## config.mk

```make
export PLATFORM = sky130hd
export DESIGN_NAME = axi_ram_top
export DESIGN_NICKNAME = d
export VERILOG_FILES = /design/src/axi_pkg.sv /design/src/ram_pkg.sv /design/src/axi_rd_bridge.sv /design/src/axi_wr_bridge.sv /design/src/ram_arbiter.sv /design/src/axi_ram_top.sv
export VERILOG_INCLUDE_DIRS = /design/src /design/src/src
export SDC_FILE = /design/constraint.sdc
export NUM_CORES = 1
export LEC_CHECK = 0
export ABC_AREA = 1
export BUFFER_PORTS_ARGS = -buffer_cell sky130_fd_sc_hd__buf_2
export CORE_ASPECT_RATIO = 0.5
export CORE_MARGIN = 2
export CORE_UTILIZATION = 35
export DETAILED_ROUTE_END_ITERATION = 8
export SYNTH_ARGS = -nofsm -noshare
export SYNTH_HDL_FRONTEND = slang
export SYNTH_SLANG_ARGS = --single-unit
```

## constraint.sdc

```tcl
create_clock -name clk -period 8 [get_ports clk]
set_input_delay 1.2 -clock clk [delete_from_list [all_inputs] [get_ports clk]]
set_output_delay 1.2 -clock clk [all_outputs]
set_load 0.02 [all_outputs]
```

## src/ram_bridge_cfg.svh

```systemverilog
`ifndef RAM_BRIDGE_CFG_SVH
`define RAM_BRIDGE_CFG_SVH

// Data word shared by the AXI ports and the RAM.
`define RAM_DATA_W 32

// AXI byte address width.
`define RAM_ADDR_W 16

// AXI burst length field, beats minus one.
`define AXI_LEN_W 8

// Arbiter requesters. The last one is the write port.
`define NUM_REQ 4

// Depth of the simulation RAM in words.
`define RAM_WORDS 256

`endif

```

## src/axi_pkg.sv

```systemverilog
package axi_pkg;

`include "ram_bridge_cfg.svh"

    // ~~~~~~~~~~~~~~~~~~~~~~~~~~~~~~~~~~~~~~~~~~~~~~~~~~
    // Address as seen on AR and AW.
    // ~~~~~~~~~~~~~~~~~~~~~~~~~~~~~~~~~~~~~~~~~~~~~~~~~~

    // Raw byte address, or word index plus byte offset.
    typedef union packed {
        logic [`RAM_ADDR_W-1:0] raw;
        struct packed {
            logic [`RAM_ADDR_W-$clog2(`RAM_DATA_W/8)-1:0] word;
            logic [$clog2(`RAM_DATA_W/8)-1:0]              offset;
        } f;
    } axi_addr_u;

    // Burst length, beats minus one.
    typedef logic [`AXI_LEN_W-1:0] axi_len_t;

endpackage

```

## src/ram_pkg.sv

```systemverilog
package ram_pkg;

`include "ram_bridge_cfg.svh"

    // ~~~~~~~~~~~~~~~~~~~~~~~~~~~~~~~~~~~~~~~~~~~~~~~~~~
    // Single-port RAM side.
    // ~~~~~~~~~~~~~~~~~~~~~~~~~~~~~~~~~~~~~~~~~~~~~~~~~~

    // Word address, byte offset already dropped.
    typedef logic [`RAM_ADDR_W-$clog2(`RAM_DATA_W/8)-1:0] ram_addr_t;

    typedef logic [`RAM_DATA_W-1:0] ram_data_t;

    // One enable per byte lane.
    typedef logic [`RAM_DATA_W/8-1:0] ram_strb_t;

    // Read ports first, write port last.
    typedef logic [$clog2(`NUM_REQ)-1:0] req_idx_t;

endpackage

```

## src/axi_rd_bridge.sv

```systemverilog
module axi_rd_bridge (
    input  logic               clk,
    input  logic               i_reset,
    input  logic               i_arvalid,
    input  axi_pkg::axi_addr_u i_araddr,
    input  axi_pkg::axi_len_t  i_arlen,
    output logic               o_arready,
    output logic               o_rvalid,
    output ram_pkg::ram_data_t o_rdata,
    output logic               o_rlast,
    input  logic               i_rready,
    output logic               o_req,
    output ram_pkg::ram_addr_t o_addr,
    input  logic               i_gnt,
    input  logic               i_rd_valid,
    input  ram_pkg::ram_data_t i_rd_data
);
    import axi_pkg::*;
    import ram_pkg::*;

    enum logic [1:0] {st_idle, st_req, st_wait, st_beat} state;

    ram_addr_t word_addr;
    axi_len_t  beats_left;

    // ~~~~~~~~~~~~~~~~~~~~~~~~~~~~~~~~~~~~~~~~~~~~~~~~~~
    // One RAM read per beat, next read after R is taken.
    // ~~~~~~~~~~~~~~~~~~~~~~~~~~~~~~~~~~~~~~~~~~~~~~~~~~
    always_ff @(posedge clk) begin
        if (i_reset) begin
            state <= st_idle;
        end else begin
            case (state)
                st_idle: begin
                    if (i_arvalid) begin
                        state <= st_req;
                    end
                end
                st_req: begin
                    if (i_gnt) begin
                        state <= st_wait;
                    end
                end
                st_wait: begin
                    // RAM answers one cycle after the grant.
                    if (i_rd_valid) begin
                        state <= st_beat;
                    end
                end
                default: begin
                    if (i_rready) begin
                        state <= (beats_left == '0) ? st_idle : st_req;
                    end
                end
            endcase
        end
    end

    always_ff @(posedge clk) begin
        if (o_arready && i_arvalid) begin
            word_addr  <= i_araddr.f.word;
            beats_left <= i_arlen;
        end else if (o_rvalid && i_rready) begin
            word_addr  <= word_addr + 1'b1;
            beats_left <= beats_left - 1'b1;
        end
        if (i_rd_valid) begin
            o_rdata <= i_rd_data;
        end
    end

    assign o_arready = (state == st_idle);
    assign o_req     = (state == st_req);
    assign o_addr    = word_addr;
    assign o_rvalid  = (state == st_beat);
    assign o_rlast   = o_rvalid && (beats_left == '0);

    // The master keeps AR steady until it is taken.
    a_ar_stable: assert property (@(posedge clk) disable iff (i_reset)
        i_arvalid && !o_arready |=> i_arvalid && $stable(i_araddr) && $stable(i_arlen));

    // Only word-aligned bursts are supported.
    a_ar_aligned: assert property (@(posedge clk) disable iff (i_reset)
        i_arvalid && o_arready |-> i_araddr.f.offset == '0);

    a_r_hold: assert property (@(posedge clk) disable iff (i_reset)
        o_rvalid && !i_rready |=> o_rvalid && $stable(o_rdata) && $stable(o_rlast));

endmodule

```

## src/axi_wr_bridge.sv

```systemverilog
module axi_wr_bridge (
    input  logic               clk,
    input  logic               i_reset,
    input  logic               i_awvalid,
    input  axi_pkg::axi_addr_u i_awaddr,
    input  axi_pkg::axi_len_t  i_awlen,
    output logic               o_awready,
    input  logic               i_wvalid,
    input  ram_pkg::ram_data_t i_wdata,
    input  ram_pkg::ram_strb_t i_wstrb,
    output logic               o_wready,
    output logic               o_bvalid,
    input  logic               i_bready,
    output logic               o_req,
    output ram_pkg::ram_addr_t o_addr,
    output ram_pkg::ram_data_t o_wdata,
    output ram_pkg::ram_strb_t o_wstrb,
    input  logic               i_gnt
);
    import axi_pkg::*;
    import ram_pkg::*;

    enum logic [1:0] {st_idle, st_data, st_req, st_resp} state;

    ram_addr_t word_addr;
    axi_len_t  beats_left;
    ram_data_t hold_data;
    ram_strb_t hold_strb;

    // ~~~~~~~~~~~~~~~~~~~~~~~~~~~~~~~~~~~~~~~~~~~~~~~~~~
    // Burst control. One W beat is held at a time.
    // ~~~~~~~~~~~~~~~~~~~~~~~~~~~~~~~~~~~~~~~~~~~~~~~~~~
    always_ff @(posedge clk) begin
        if (i_reset) begin
            state <= st_idle;
        end else begin
            case (state)
                st_idle: begin
                    if (i_awvalid) begin
                        state <= st_data;
                    end
                end
                st_data: begin
                    if (i_wvalid) begin
                        state <= st_req;
                    end
                end
                st_req: begin
                    // Beat count decides the end, WLAST is not used.
                    if (i_gnt) begin
                        state <= (beats_left == '0) ? st_resp : st_data;
                    end
                end
                default: begin
                    if (i_bready) begin
                        state <= st_idle;
                    end
                end
            endcase
        end
    end

    // Address, count and the held beat.
    always_ff @(posedge clk) begin
        if (o_awready && i_awvalid) begin
            word_addr  <= i_awaddr.f.word;
            beats_left <= i_awlen;
        end else if (o_req && i_gnt) begin
            word_addr  <= word_addr + 1'b1;
            beats_left <= beats_left - 1'b1;
        end
        if (o_wready && i_wvalid) begin
            hold_data <= i_wdata;
            hold_strb <= i_wstrb;
        end
    end

    assign o_awready = (state == st_idle);
    assign o_wready  = (state == st_data);
    assign o_req     = (state == st_req);
    assign o_bvalid  = (state == st_resp);
    assign o_addr    = word_addr;
    assign o_wdata   = hold_data;
    assign o_wstrb   = hold_strb;

    a_aw_aligned: assert property (@(posedge clk) disable iff (i_reset)
        i_awvalid && o_awready |-> i_awaddr.f.offset == '0);

    // Response stays up until the master takes it.
    a_b_hold: assert property (@(posedge clk) disable iff (i_reset)
        o_bvalid && !i_bready |=> o_bvalid);

endmodule

```

## src/ram_arbiter.sv

```systemverilog
`include "ram_bridge_cfg.svh"

module ram_arbiter (
    input  logic               clk,
    input  logic               i_reset,
    input  logic               i_rd_req [`NUM_REQ-1],
    input  ram_pkg::ram_addr_t i_rd_addr [`NUM_REQ-1],
    output logic               o_rd_gnt [`NUM_REQ-1],
    output logic               o_rd_valid [`NUM_REQ-1],
    output ram_pkg::ram_data_t o_rd_data,
    input  logic               i_wr_req,
    input  ram_pkg::ram_addr_t i_wr_addr,
    input  ram_pkg::ram_data_t i_wr_data,
    input  ram_pkg::ram_strb_t i_wr_strb,
    output logic               o_wr_gnt,
    output logic               o_ram_ren,
    output logic               o_ram_wen,
    output ram_pkg::ram_addr_t o_ram_addr,
    output ram_pkg::ram_data_t o_ram_wdata,
    output ram_pkg::ram_strb_t o_ram_wstrb,
    input  ram_pkg::ram_data_t i_ram_rdata
);
    import ram_pkg::*;

    logic [`NUM_REQ-1:0] req;
    logic [`NUM_REQ-1:0] gnt;
    req_idx_t            ptr;
    req_idx_t            cand;
    req_idx_t            gnt_idx;
    logic                rd_pend;
    req_idx_t            rd_sel;

    always_comb begin
        for (int k = 0; k < `NUM_REQ-1; k++) begin
            req[k] = i_rd_req[k];
        end
        req[`NUM_REQ-1] = i_wr_req;
    end

    // ~~~~~~~~~~~~~~~~~~~~~~~~~~~~~~~~~~~~~~~~~~~~~~~~~~
    // Round robin, search starts at ptr.
    // ~~~~~~~~~~~~~~~~~~~~~~~~~~~~~~~~~~~~~~~~~~~~~~~~~~
    always_comb begin
        gnt     = '0;
        gnt_idx = ptr;
        cand    = ptr;
        for (int i = 0; i < `NUM_REQ; i++) begin
            cand = ptr + req_idx_t'(i);
            if (gnt == '0 && req[cand]) begin
                gnt[cand] = 1'b1;
                gnt_idx   = cand;
            end
        end
    end

    always_comb begin
        o_ram_addr = i_wr_addr;
        for (int k = 0; k < `NUM_REQ-1; k++) begin
            o_rd_gnt[k]   = gnt[k];
            o_rd_valid[k] = rd_pend && (rd_sel == req_idx_t'(k));
            if (gnt[k]) begin
                o_ram_addr = i_rd_addr[k];
            end
        end
        o_wr_gnt = gnt[`NUM_REQ-1];
    end

    assign o_ram_ren   = |gnt[`NUM_REQ-2:0];
    assign o_ram_wen   = o_wr_gnt;
    assign o_ram_wdata = i_wr_data;
    assign o_ram_wstrb = i_wr_strb;
    assign o_rd_data   = i_ram_rdata;

    // Priority moves past the last winner.
    always_ff @(posedge clk) begin
        if (i_reset) begin
            ptr     <= '0;
            rd_pend <= 1'b0;
        end else begin
            if (|gnt) begin
                ptr <= gnt_idx + 1'b1;
            end
            rd_pend <= o_ram_ren;
        end
    end

    // Remember which read port gets the data next cycle.
    always_ff @(posedge clk) begin
        if (o_ram_ren) begin
            rd_sel <= gnt_idx;
        end
    end

    a_one_gnt: assert property (@(posedge clk) disable iff (i_reset)
        $onehot0({o_wr_gnt, o_rd_gnt[2], o_rd_gnt[1], o_rd_gnt[0]}));

endmodule

```

## src/axi_ram_top.sv

```systemverilog
`include "ram_bridge_cfg.svh"

module axi_ram_top (
    input  logic               clk,
    input  logic               i_reset,
    input  logic               i_rd0_arvalid,
    input  axi_pkg::axi_addr_u i_rd0_araddr,
    input  axi_pkg::axi_len_t  i_rd0_arlen,
    input  logic               i_rd0_rready,
    output logic               o_rd0_arready,
    output logic               o_rd0_rvalid,
    output ram_pkg::ram_data_t o_rd0_rdata,
    output logic               o_rd0_rlast,
    input  logic               i_rd1_arvalid,
    input  axi_pkg::axi_addr_u i_rd1_araddr,
    input  axi_pkg::axi_len_t  i_rd1_arlen,
    input  logic               i_rd1_rready,
    output logic               o_rd1_arready,
    output logic               o_rd1_rvalid,
    output ram_pkg::ram_data_t o_rd1_rdata,
    output logic               o_rd1_rlast,
    input  logic               i_rd2_arvalid,
    input  axi_pkg::axi_addr_u i_rd2_araddr,
    input  axi_pkg::axi_len_t  i_rd2_arlen,
    input  logic               i_rd2_rready,
    output logic               o_rd2_arready,
    output logic               o_rd2_rvalid,
    output ram_pkg::ram_data_t o_rd2_rdata,
    output logic               o_rd2_rlast,
    input  logic               i_wr_awvalid,
    input  axi_pkg::axi_addr_u i_wr_awaddr,
    input  axi_pkg::axi_len_t  i_wr_awlen,
    input  logic               i_wr_wvalid,
    input  ram_pkg::ram_data_t i_wr_wdata,
    input  ram_pkg::ram_strb_t i_wr_wstrb,
    input  logic               i_wr_bready,
    output logic               o_wr_awready,
    output logic               o_wr_wready,
    output logic               o_wr_bvalid,
    output logic               o_ram_ren,
    output logic               o_ram_wen,
    output ram_pkg::ram_addr_t o_ram_addr,
    output ram_pkg::ram_data_t o_ram_wdata,
    output ram_pkg::ram_strb_t o_ram_wstrb,
    input  ram_pkg::ram_data_t i_ram_rdata
);
    import ram_pkg::*;

    logic      rd_req [`NUM_REQ-1];
    ram_addr_t rd_addr [`NUM_REQ-1];
    logic      rd_gnt [`NUM_REQ-1];
    logic      rd_valid [`NUM_REQ-1];
    ram_data_t rd_data;
    logic      wr_req;
    logic      wr_gnt;
    ram_addr_t wr_addr;
    ram_data_t wr_data;
    ram_strb_t wr_strb;

    // ~~~~~~~~~~~~~~~~~~~~~~~~~~~~~~~~~~~~~~~~~~~~~~~~~~
    // Read ports.
    // ~~~~~~~~~~~~~~~~~~~~~~~~~~~~~~~~~~~~~~~~~~~~~~~~~~
    axi_rd_bridge u_rd0 (
        .clk(clk), .i_reset(i_reset),
        .i_arvalid(i_rd0_arvalid), .i_araddr(i_rd0_araddr), .i_arlen(i_rd0_arlen),
        .o_arready(o_rd0_arready), .o_rvalid(o_rd0_rvalid), .o_rdata(o_rd0_rdata),
        .o_rlast(o_rd0_rlast), .i_rready(i_rd0_rready),
        .o_req(rd_req[0]), .o_addr(rd_addr[0]), .i_gnt(rd_gnt[0]),
        .i_rd_valid(rd_valid[0]), .i_rd_data(rd_data)
    );

    axi_rd_bridge u_rd1 (
        .clk(clk), .i_reset(i_reset),
        .i_arvalid(i_rd1_arvalid), .i_araddr(i_rd1_araddr), .i_arlen(i_rd1_arlen),
        .o_arready(o_rd1_arready), .o_rvalid(o_rd1_rvalid), .o_rdata(o_rd1_rdata),
        .o_rlast(o_rd1_rlast), .i_rready(i_rd1_rready),
        .o_req(rd_req[1]), .o_addr(rd_addr[1]), .i_gnt(rd_gnt[1]),
        .i_rd_valid(rd_valid[1]), .i_rd_data(rd_data)
    );

    axi_rd_bridge u_rd2 (
        .clk(clk), .i_reset(i_reset),
        .i_arvalid(i_rd2_arvalid), .i_araddr(i_rd2_araddr), .i_arlen(i_rd2_arlen),
        .o_arready(o_rd2_arready), .o_rvalid(o_rd2_rvalid), .o_rdata(o_rd2_rdata),
        .o_rlast(o_rd2_rlast), .i_rready(i_rd2_rready),
        .o_req(rd_req[2]), .o_addr(rd_addr[2]), .i_gnt(rd_gnt[2]),
        .i_rd_valid(rd_valid[2]), .i_rd_data(rd_data)
    );

    // Write port.
    axi_wr_bridge u_wr (
        .clk(clk), .i_reset(i_reset),
        .i_awvalid(i_wr_awvalid), .i_awaddr(i_wr_awaddr), .i_awlen(i_wr_awlen),
        .o_awready(o_wr_awready), .i_wvalid(i_wr_wvalid), .i_wdata(i_wr_wdata),
        .i_wstrb(i_wr_wstrb), .o_wready(o_wr_wready),
        .o_bvalid(o_wr_bvalid), .i_bready(i_wr_bready),
        .o_req(wr_req), .o_addr(wr_addr), .o_wdata(wr_data), .o_wstrb(wr_strb),
        .i_gnt(wr_gnt)
    );

    // Shared RAM port.
    ram_arbiter u_arb (
        .clk(clk), .i_reset(i_reset),
        .i_rd_req(rd_req), .i_rd_addr(rd_addr), .o_rd_gnt(rd_gnt),
        .o_rd_valid(rd_valid), .o_rd_data(rd_data),
        .i_wr_req(wr_req), .i_wr_addr(wr_addr), .i_wr_data(wr_data),
        .i_wr_strb(wr_strb), .o_wr_gnt(wr_gnt),
        .o_ram_ren(o_ram_ren), .o_ram_wen(o_ram_wen), .o_ram_addr(o_ram_addr),
        .o_ram_wdata(o_ram_wdata), .o_ram_wstrb(o_ram_wstrb),
        .i_ram_rdata(i_ram_rdata)
    );

endmodule

```

# Yosys cells after proc, flatten, opt, wreduce, memory -nomap -nowiden
# Cells that the tools add are included.
[classes]
n_eq_ne = 26
order_cmp = 8
n_bitwise = 3
muxes = 66
div_mod_pow = 0
n_mul = 0
n_shift = 0
reduce_logical = 48
n_addsub = 12
[ops]
columns = ["op", "n"]
rows = [
  ["2-to-1 mux 14 bit", 11],
  ["2-to-1 mux 8 bit", 8],
  ["adder 14 x 1 -> 14 bit, second input constant", 4],
  ["2-to-1 mux 2 bit", 20],
  ["zero test 8 bit", 4],
  ["subtractor 8 x 1 -> 8 bit, second input constant", 4],
  ["one-hot mux 2 bit (3 select lines)", 4],
  ["logical AND 1 bit", 22],
  ["equality test 2 bit, second input constant", 9],
  ["2-to-1 mux 4 bit", 4],
  ["AND reduction 4 bit", 4],
  ["nonzero test 4 bit", 4],
  ["!= test 2 x 1 -> 1 bit, second input constant", 7],
  ["zero test 4 bit", 3],
  ["less-than comparator 2 x 3 -> 1 bit, second input constant", 4],
  ["bitwise OR 4 bit", 3],
  ["2-to-1 mux 1 bit", 11],
  ["equality test 2 x 1 -> 1 bit, second input constant", 5],
  ["zero test 2 bit", 5],
  ["!= test 2 bit, second input constant", 5],
  ["binary-select mux 1 bit (select 2 bit)", 4],
  ["demux 1 bit (select 2 bit)", 4],
  ["greater-or-equal comparator 2 x 1 -> 1 bit, second input constant", 4],
  ["nonzero test 2 bit", 4],
  ["other kinds (4)", 6],
]
[totals]
regBits = 233
latch_bits = 0
input_bits = 175
ramBits = 0
word_cells = 183
n_memories = 0
mem_bits_ro = 0

# Depth between registers and ports, before layout
# Gate-level depths: netlist of the first run.
[logic_depth]
depth_word = 17
depth_mapped = 23
depth_no_buf = 23

# By module
# Synthesis of the first run repeated with hierarchy kept, for this count alone.
[hier_totals]
hier_cells = 1296
hier_area_um2 = 12170.4
[by_module_without_submodules]
columns = ["module", "instances", "cells_each", "area_per_inst_um2"]
rows = [
  ["axi_rd_bridge", 3, 240, 2521.2],
  ["axi_wr_bridge", 1, 238, 2613.8],
  ["ram_arbiter", 1, 338, 1993.2],
]

# Worst setup path before layout of the first run
# No wires, ideal clock.
[synth_timing]
path_type = "reg2out"
start = "register u_arb.ptr[0]"
end = "output o_ram_addr[3]"
path_stages_with_launch = 19
arrival_ns = 2.626
t_required_ns = 6.800
setup_slack_ns = 4.174
path_buffers = 3
cell_sequence = "dfxtp_1 -> buf_6 -> inv_2 -> ha_1 -> inv_1 -> nand2_1 -> nand2_1 -> clkinv_2 -> nand4_1 -> nand3_1 -> nor2_2 -> nand3_1 -> nand2_2 -> nor2_4 -> nand3_2 -> nand2_2 -> buf_6 -> buf_6 -> a22oi_1"
[synth_via]
elab_chain_cells = 17
word_cells_on_any_way = 47
cone_classes = "add/sub: 3; order compare: 8; mux: 23; bitwise: 3; reduce/logical: 10"
[synth_rtl]
columns = ["element", "line", "rtl"]
rows = [
  ["from (decl)", "ram_arbiter.sv:27", "req_idx_t ptr;"],
  ["from (signal assigned)", "ram_arbiter.sv:81", "ptr <= gnt_idx + 1'b1;"],
  ["branches (longest 13 deep; another with less-than comparator 2 x 3 -> 1 bit)", "-", ""],
  ["2-to-1 mux 4 bit (*)", "ram_arbiter.sv:49", "if (gnt == '0 && req[cand]) begin"],
  ["2-to-1 mux 14 bit (2 in a row)", "ram_arbiter.sv:61", "if (gnt[k]) begin"],
  ["2-to-1 mux 14 bit (*)", "ram_arbiter.sv:61", ""],
  ["to (decl)", "axi_ram_top.sv:42", "output ram_pkg::ram_addr_t o_ram_addr,"],
]
# Mark *: on every way between the ends. The select of a mux whose other input is x is not followed.

# Worst setup path in the final report of the first run
[layout_timing]
start = "register u_arb.ptr[0]"
end = "output o_ram_addr[13]"
# Same word-level chain as after synthesis.

==> out/summary.md, run 1 <==
H-tree depth: 1. The number of sinks driven by the clock tree was 233; the ratio of final minimum period to clock period was 64.6%. The post-layout minimum cycle time is 5.17 ns. Using the TritonRoute via totals, the vias-per-cell ratio works out to 4.65. The final count of pins violating max slew was 0; the portion of total power attributed to sequential cells was 35.7%. The floorplan step set the die height to 129 µm. The count of final hold-check violations was 0. The logs give 23 for the clock buffer count from CTS and 0.194 GHz for the peak clock frequency supported by timing. The wire-length estimate of the detail-placed layout is 22300 µm. Area inside the core boundary: 30600 µm².

The initialized floorplan defines 45 standard-cell rows. The clock latency reported for the late side of the worst-skew pair is 0.53 ns. Dividing total power by cell area gives a power density of 384 nW/µm². The type of the tightest min-delay check is reg2reg. Counting flops with a built-in enable in the synthesized netlist gives 222. The tools report the number of buffers on the longest clock path as 3.

The post-CTS setup repair buffer count came out at 0. The tools report the proportion of power drawn by combinational gates as 43.7%. At the end of the flow the core is filled with cells to 45.0%. The cell with the most instances after synthesis is sky130_fd_sc_hd__edfxtp_1. The via count of the first global-routing pass is 8297. Walking the worst path, the cells encountered are inv_2, ha_1, inv_1, nand2_1, nand2_1, clkinv_2, nand4_1, nand3_1, nor2_2, nand3_1, nand2_2, nor2_4, nand3_2, nand2_2, inv_1, nor2_1, a21oi_2, buf_2.

The proportion of register bits with asynchronous set or reset after synthesis is 0%, and the initial core utilization is 35.9%. Synthesis produced a netlist with a net count of 1244. Dividing the synthesized area by the synthesized cell count gives 10.6 µm².

The run gives 3.97 ns as the arrival time of data at the critical path endpoint. The fraction of layout cells with a size suffix above 1 is 29.4%, and the pin count of the biggest net entering global routing is 37. Clock tree synthesis selected as its root buffer the cell sky130_fd_sc_hd__clkbuf_16.

On the critical path, the stage with the largest delay is an instance of sky130_fd_sc_hd__dfxtp_1. The power dissipated by switching net loads was 2.23 mW. After global routing the overflow that remains totals 0. Total via count after detailed routing: 8414. The run finished with clean final reports. The setup total negative slack came out at 0 ns. The count of nets left with antenna violations once routing finished came out at 0.

In the final routed layout, each cell accounts on average for 16.1 µm. The die is 255 µm wide. The synthesized netlist contains 46 unique library cells.

TritonCTS built the clock tree. Wire length of the first global-routing pass: 44300 µm. The top cell type by area accounts for 60.6% of the synthesized area.

Setup violations remaining at the end of the flow were counted as 0. The part of the total power dissipated in the clock network is 20.5%, and the max-capacitance violation count is 0. The first-pass detailed-route iteration total was 4. IR analysis of the VDD net gives a maximum drop of 171 µV. The tools report the count of placed standard cells in the final layout, fillers left out as 1810. The diode insertion count for antenna repair is 0.

Cell internal power was estimated by the tool at 3.07 mW. The number of cells in the design after placement is 1770, and the maximum fanout along the worst path is 29. Pin placement for this block handled 335 I/O pins.

The clock-pin slew of the registers on the worst-case setup and hold paths is 0.07 ns, and the area of the die is 32900 µm². The logs give 22.5% for the worst relative slew slack and 1574 for the final layout net count. The tools report the initial antenna violation count as 0. Cell count after synthesis: 1042.

The routed wire length is 29200 µm. The tools report the count of instances resized after the clock tree is built as 0. In the post-synthesis netlist, the biggest area contributors are sky130_fd_sc_hd__edfxtp_1 (61%), sky130_fd_sc_hd__nand2_1 (7.3%), sky130_fd_sc_hd__inv_1 (4.7%). Global routing used 17.3% of the available tracks across all layers. For this run, the slowest stage of the critical path takes 0.66 ns. The commonest cells after synthesis are sky130_fd_sc_hd__edfxtp_1 (222), sky130_fd_sc_hd__nand2_1 (215), sky130_fd_sc_hd__inv_1 (137).

Routability-driven placement finished with a final weighted congestion of 0.898. Input and output buffers added on the ports amount to 326. Relative to the synthesized area, the layout overhead comes to 25.5%. After detailed routing, the number of remaining DRC violations is 0.

The type of destination of the critical path is a primary output. The mapped netlist covers 11000 µm². Category of the worst setup path launch point: a flip-flop. The tools report the required time of the critical path as 6.80 ns. The register bit total from synthesis is 233. Setup repair after global routing left no endpoint under its margin.

In this run, the number of DRC markers left after iteration 0 of detailed routing was 536. The tools report the count of synthesis-stage warnings from yosys as 0. Of the synthesized area, sequential elements account for 62.6%. The run gives 0.00948 ns as the clock skew. sky130_fd_sc_hd__edfxtp_1 takes more of the synthesized area than any other cell.

The class of the most critical setup path is reg2out. Main flop type after synthesis: sky130_fd_sc_hd__edfxtp_1. At the pin with the least slew margin, the transition time is 1.16 ns.

Of the total power, the share spent switching nets is 42.1%. After clock tree synthesis, the flow added hold-fix buffers numbering 0. The run gives 5.86 nW as the leakage power.
cell usage in the layout, fill, tap and decap left out, drive strengths merged, types with 2 or more instances in the layout:
| cell type | n |
|---|---|
| clkinv | 10 |
| ha | 27 |
| nor4 | 2 |
| nand3 | 76 |
| clkbuf | 31 |
| nand3b | 2 |
| buf | 327 |
| dfxtp | 11 |
| a21oi | 22 |
| nand4 | 7 |
| a31oi | 19 |
| nor3 | 21 |
| nor2 | 104 |
| bufinv | 2 |
| o211ai | 2 |
| o21ai | 71 |
| xor2 | 27 |
| or2 | 3 |
| nand2 | 226 |
| xnor2 | 7 |
| edfxtp | 222 |
| a22oi | 13 |
| inv | 142 |
| nor3b | 2 |
| o31ai | 5 |
power groups by stage:
stage / combinational (mW) / clock [mW] / sequential (mW)
5_1_grt: 2.58 / 1.16 / 1.93
3_3_place_gp: 2.28 / 0 / 1.90
2_1_floorplan: 1.59 / 0 / 1.96
4_1_cts: 2.34 / 1.12 / 1.89
6_report: 2.32 / 1.09 / 1.89
3_5_place_dp: 2.33 / 0 / 1.91
cell type report:
cell class	instances	area, µm²
inverter	145	548
fill	2953	16800
clock buffer	31	646
tap	423	529
multi-input combinational	642	3450
timing repair buffer	327	1640
clock inverter	9	97.6
sequential	233	6890
layer usage:
| layer | track usage [%] | routed length (µm) |
|---|---|---|
| met2 | 30.5 | 14700 |
| met3 | 2.91 | 1090 |
| met1 | 21.7 | 12500 |
| met5 | 0 | 0 |
| met4 | 6.30 | 891 |
state kept, by name, summed over array words and instances, names as in the netlist, 4 cells and up:
signal and count:
u_wr.beats_left 8, u_wr.o_addr 14, u_wr.o_wstrb 4, u_rd2.beats_left 8, u_rd1.beats_left 8, u_rd2.o_addr 14, u_wr.o_wdata 32, u_rd0.o_rdata 32
u_rd1.o_addr 14, u_rd0.beats_left 8, u_rd2.o_rdata 32, u_rd1.o_rdata 32, u_rd0.o_addr 14
cell families after synthesis:
| group | after synthesis | share of synthesized area (%) |
|---|---|---|
| and+or+nand+nor | 445 | 17.9 |
| DFF | 233 | 62.6 |
| buffers and inverters | 167 | 6.22 |
| AOI/OAI and AO/OA | 136 | 7.51 |
| xor gates and xnor gates | 34 | 2.71 |
| adders and majority gates | 27 | 3.07 |
worst paths after layout:
path	from	end	slack, ns	depth (start not counted)
worst max-delay path	u_arb.ptr[0]	o_ram_addr[13]	2.83	18
worst max register to register	u_arb.ptr[0]	u_wr.o_addr[9]	4.31	16
worst min register to register	u_rd0.state[1]	u_rd0.state[1]	0.52	2
worst min-delay path	u_rd0.state[1]	u_rd0.state[1]	0.52	2
per-stage QoR:
stage | hold WS, ns | total power [mW] | setup WS (ns) | area, µm²
after global placement | 0.486 | 4.19 | 3.43 | 13100
after floorplan | 0.466 | 3.56 | 4.17 | 11000
after global routing | 0.548 | 5.67 | 2.37 | 13800
after detailed placement | 0.512 | 4.25 | 3.36 | 13100
after CTS | 0.522 | 5.35 | 2.77 | 13800
final | 0.523 | 5.30 | 2.83 | 13800
worst max-delay path: cells and delay by family, from the launching register on:
kind,cells,cell delay (ns)
compound gates,1,0.04
fa+ha+maj,1,0.39
flops,1,0.66
simple gates,11,1.63
buf+inv,5,0.69
(Power assumes the default switching activity.)
==> run 2, diff against run 1 <==
--- a/config.mk
+++ b/config.mk
@@ -6,7 +6,7 @@
 export SDC_FILE = /design/constraint.sdc
 export NUM_CORES = 1
 export LEC_CHECK = 0
-export ABC_AREA = 1
+export ABC_AREA = 0
 export BUFFER_PORTS_ARGS = -buffer_cell sky130_fd_sc_hd__buf_2
 export CORE_ASPECT_RATIO = 0.5
 export CORE_MARGIN = 2
==> constraint.sdc (replaced) <==
create_clock -name clk -period 5.4 [get_ports clk]
set_input_delay 0.81 -clock clk [delete_from_list [all_inputs] [get_ports clk]]
set_output_delay 0.81 -clock clk [all_outputs]
set_load 0.02 [all_outputs]
==> out/summary.md, run 2 <==
The flow ran to the end, and the final reports show no timing, DRC or antenna violations. The wire length on met2 came out at 14500 µm. The die is 253 µm wide. Once detailed placement completed, the half-perimeter wirelength came to 21600 µm. The run gives 7835 as the via count of the first global-routing pass.

After detailed routing, the wire length on met1 is 13000 µm. Net count after synthesis: 1080. Number of I/O port buffers: 326. The main flop type after synthesis was sky130_fd_sc_hd__edfxtp_1. The growth of design area from synthesis to finish is 25.8%.

The number of cells in the design after placement came out at 1579. Between clock sinks in the finished design, the worst skew comes to 0.00996 ns. The smallest clock period supported by the final layout is computed as 5.20 ns. The initial core utilization was 35.6%; the count of synthesis-stage warnings from yosys was 0. The post-synth design cell area is 10800 µm², and the wire length of the first global-routing pass is 43300 µm. The worst stage delay on the critical path is 0.67 ns, and the register bit total from synthesis is 233. The run gives 1 as the H-tree depth.

After synthesis, the cell types taking the most area are sky130_fd_sc_hd__edfxtp_1 (62%), sky130_fd_sc_hd__nand2_1 (4.2%), sky130_fd_sc_hd__o21ai_0 (4.2%). The tools report the setup-violating endpoint count in the final report as 0. Detailed routing placed a total of 1150 µm of wire on met3. For the final routed database, the setup TNS stands at 0 ns.

The cell count of the worst hold path was 1. The floorplan step set the die height to 128 µm. Required time of the critical path: 4.59 ns. Headroom to the max-slew limit came out at 26.5%. The areal power density over the cells works out to 534 nW/µm². In the final routed layout, each cell accounts on average for 18.1 µm. For this run, the number of standard cells in the final layout without fillers is 1622.

After detailed routing, the number of remaining DRC violations is 0. The tools report the routed wire length as 29400 µm. Of the total synthesized cell area, the portion taken by full adders, half adders and majority gates is 3.12%.

Of all nets on the critical path, the largest fanout is 19. In this run, CTS created clock tree buffers numbering 23. Among all stages on the critical path, the largest delay is contributed by sky130_fd_sc_hd__or4b_1.

The tools report the category of the worst setup path launch point as a flip-flop. The tools report the number of sinks driven by the clock tree as 233. The top layer reached by signal wires was met4. The filler cell count in the final layout came out at 2831.

In the final design database the tool counted 1408 nets. In the layout the commonest cells are sky130_fd_sc_hd__buf_2 (326), sky130_fd_sc_hd__edfxtp_1 (222), sky130_fd_sc_hd__nand2_1 (121). The tools report the count of final hold-check violations as 0.

In this run the clock root is driven by a sky130_fd_sc_hd__clkbuf_16. At the placement stage, the worst setup path has a slack of 0.652 ns. The startpoint identified for the worst hold timing path is i_wr_wdata[24].

The synthesized-area fraction occupied by and/or/nand/nor cells is 11.8%, and the area of the die is 32400 µm². The area share of xor/xnor cells in the synthesized design came out at 5.83%. The library cell used most frequently in the layout, excluding fill and tap cells, is sky130_fd_sc_hd__buf_2. In the final layout, the share of cells above drive strength 1 is 32.1%.

Global routing finished with a remaining overflow of 0. The number of cells on the worst reg-to-reg path is 8. At the pin with the least slew margin, the transition time is 1.10 ns. Counting every instance in the synthesized netlist gives 878. The synthesized design spends more area on one cell type than any other, namely sky130_fd_sc_hd__edfxtp_1. For the peak clock frequency supported by timing, the log shows 0.192 GHz. By count the netlist is led by sky130_fd_sc_hd__edfxtp_1 (222), sky130_fd_sc_hd__nand2_1 (121), sky130_fd_sc_hd__o21ai_0 (90).

Of the available clock period, the critical path in the final layout requires 96.2%. TritonCTS built the clock tree. Endpoint of the worst-slack reg-to-reg timing path: u_wr.beats_left[7].

The initial antenna violation count is 2, and the residual antenna-violating net count after detailed routing is 0. Proportion of synthesized chip area in sequential cells: 63.7%. The global-route usage over all layers came out at 17.1%. In this run the core area contains 45 standard-cell rows. Counting flops with a built-in enable in the synthesized netlist gives 222. The total via count after detailed routing was 8044; the post-synthesis average cell area was 12.3 µm². Final hold analysis gives a worst-case slack of 0.464 ns. The max-capacitance violation count came out at 0.

The class of the most critical setup path was reg2out. Walking the worst path, the cells encountered are inv_1, ha_1, mux4_2, a211o_1, a31o_1, or4b_1, nand2_2, nor2_1, a222oi_1, buf_2. Setup repair after global routing left no endpoint under its margin. In the synthesized netlist, mux cells make up 2.72% of the area.

The startpoint of the lowest-slack register-to-register path was u_rd2.state[1]. The tools report the number of buffers on the longest clock path as 3. By area, the combinational part of the netlist is dominated by simple AND/OR/NAND/NOR gates.

The DRC violation total after the first TritonRoute iteration was 627; the number of ports placed on the die boundary was 335. Entering global routing, the biggest net connects 45 pins. The minimum setup slack among reg-to-reg paths was 1.45 ns. Clock-pin slew was measured on the worst setup and hold paths at 0.06 ns.

The path class of the tightest hold or removal check is in2reg. The cell with the most instances after synthesis is sky130_fd_sc_hd__edfxtp_1. The final count of pins violating max slew came out at 0. The first detailed-routing pass took 6 iterations.

The total area inside the core boundary comes to 30300 µm². In this run the static leakage power is 5.36 nW. Summed over its instances, the top area cell type makes up 61.6% of the synthesized netlist area. The clock reaches the later pin of the worst-skew pair after 0.52 ns. At the end of routability-driven placement, the weighted congestion stood at 0.874. The synthesized netlist contains 62 unique library cells. Counting flops with an async set or reset pin after synthesis yields a share of 0%. Using the TritonRoute via totals, the vias-per-cell ratio works out to 4.96. At the worst endpoint, the arrival time is 4.39 ns. Largest voltage drop on the vdd net: 282 µV.

For hold timing, the worst endpoint is u_wr.o_wdata[24]. Summing the areas of all compound-gate instances in the mapped netlist gives 9.55% of the synthesized area. The tools report the type of destination of the critical path as a primary output.

Across all setup checks in the final design, the least slack found is 0.203 ns.
[run 2: metrics by stage]
| stage | total power [mW] | cell area, µm² | utilization (%) |
|---|---|---|---|
| 2_1_floorplan | 4.84 | 10800 | - |
| 3_3_place_gp | 5.64 | 12900 | 42.4 |
| 3_5_place_dp | 5.72 | 12900 | 42.4 |
| 4_1_cts | 7.31 | 13600 | 44.7 |
| 5_1_grt | 7.68 | 13600 | 44.8 |
| 6_report | 7.27 | 13600 | 44.8 |
[run 2: where the power goes]
part | internal [mW] | leakage (nW) | switching (mW)
registers | 2.56 | 2.16 | 0.310
clock network | 0.884 | 0.341 | 0.685
logic | 1.03 | 2.86 | 1.80
total | 4.47 | 5.36 | 2.80
[run 2: layer usage]
layer / vias to the layer above / GRT usage [%]
met5: - / 0
met4: 0 / 4.73
met3: 40 / 2.96
met2: 167 / 29.0
met1: 3974 / 22.8
li1: 3863 / -
[run 2: final cells by class]
type                            count  area [µm²]  share of cell area, %
Sequential cell                   233        6890                   50.6
Inverter                           57         214                   1.57
Antenna cell                        1        2.50                 0.0184
Clock buffer                       30         602                   4.42
Clock inverter                     11         110                  0.809
Multi-Input combinational cell    557        3580                   26.3
Timing Repair Buffer              334        1700                   12.5
Tap cell                          399         499                   3.67
[run 2: timing repair]
action | in CTS | in global routing
resized for setup | 0 | 1
setup endpoints to repair | 0 | 13
buffers inserted | 0 | 0
hold buffers | 0 | 0
[run 2: how the worst max path moves through the flow]
stage                        start              to  cells past startpoint
finish              u_rd2.state[1]   o_ram_addr[4]                     10
global route        u_rd2.state[0]   o_ram_addr[3]                     10
CTS                   u_arb.ptr[1]   o_ram_addr[9]                     10
detailed placement    u_arb.ptr[1]   o_ram_addr[9]                     10
global placement      u_arb.ptr[1]  o_ram_addr[13]                     10
floorplan             u_arb.ptr[1]  o_ram_addr[11]                     12
[run 2: logic make-up after synthesis]
kind of cell / count (synthesis)
adder cells (fa/ha/maj): 27
multiplexers: 24
XOR/XNOR: 72
buffers and inverters: 88
AO/OA/AOI/OAI: 163
flip-flops: 233
AND/OR/NAND/NOR: 271
[run 2: critical path, delay by kind of cell, from the launching register on]
family,cells,cell delay (ns)
and+or+nand+nor,3,1.22
AOI/OAI and AO/OA,3,1.00
muxes,1,0.64
DFF,1,0.37
buffers and inverters,2,0.32
adders and majority gates,1,0.30
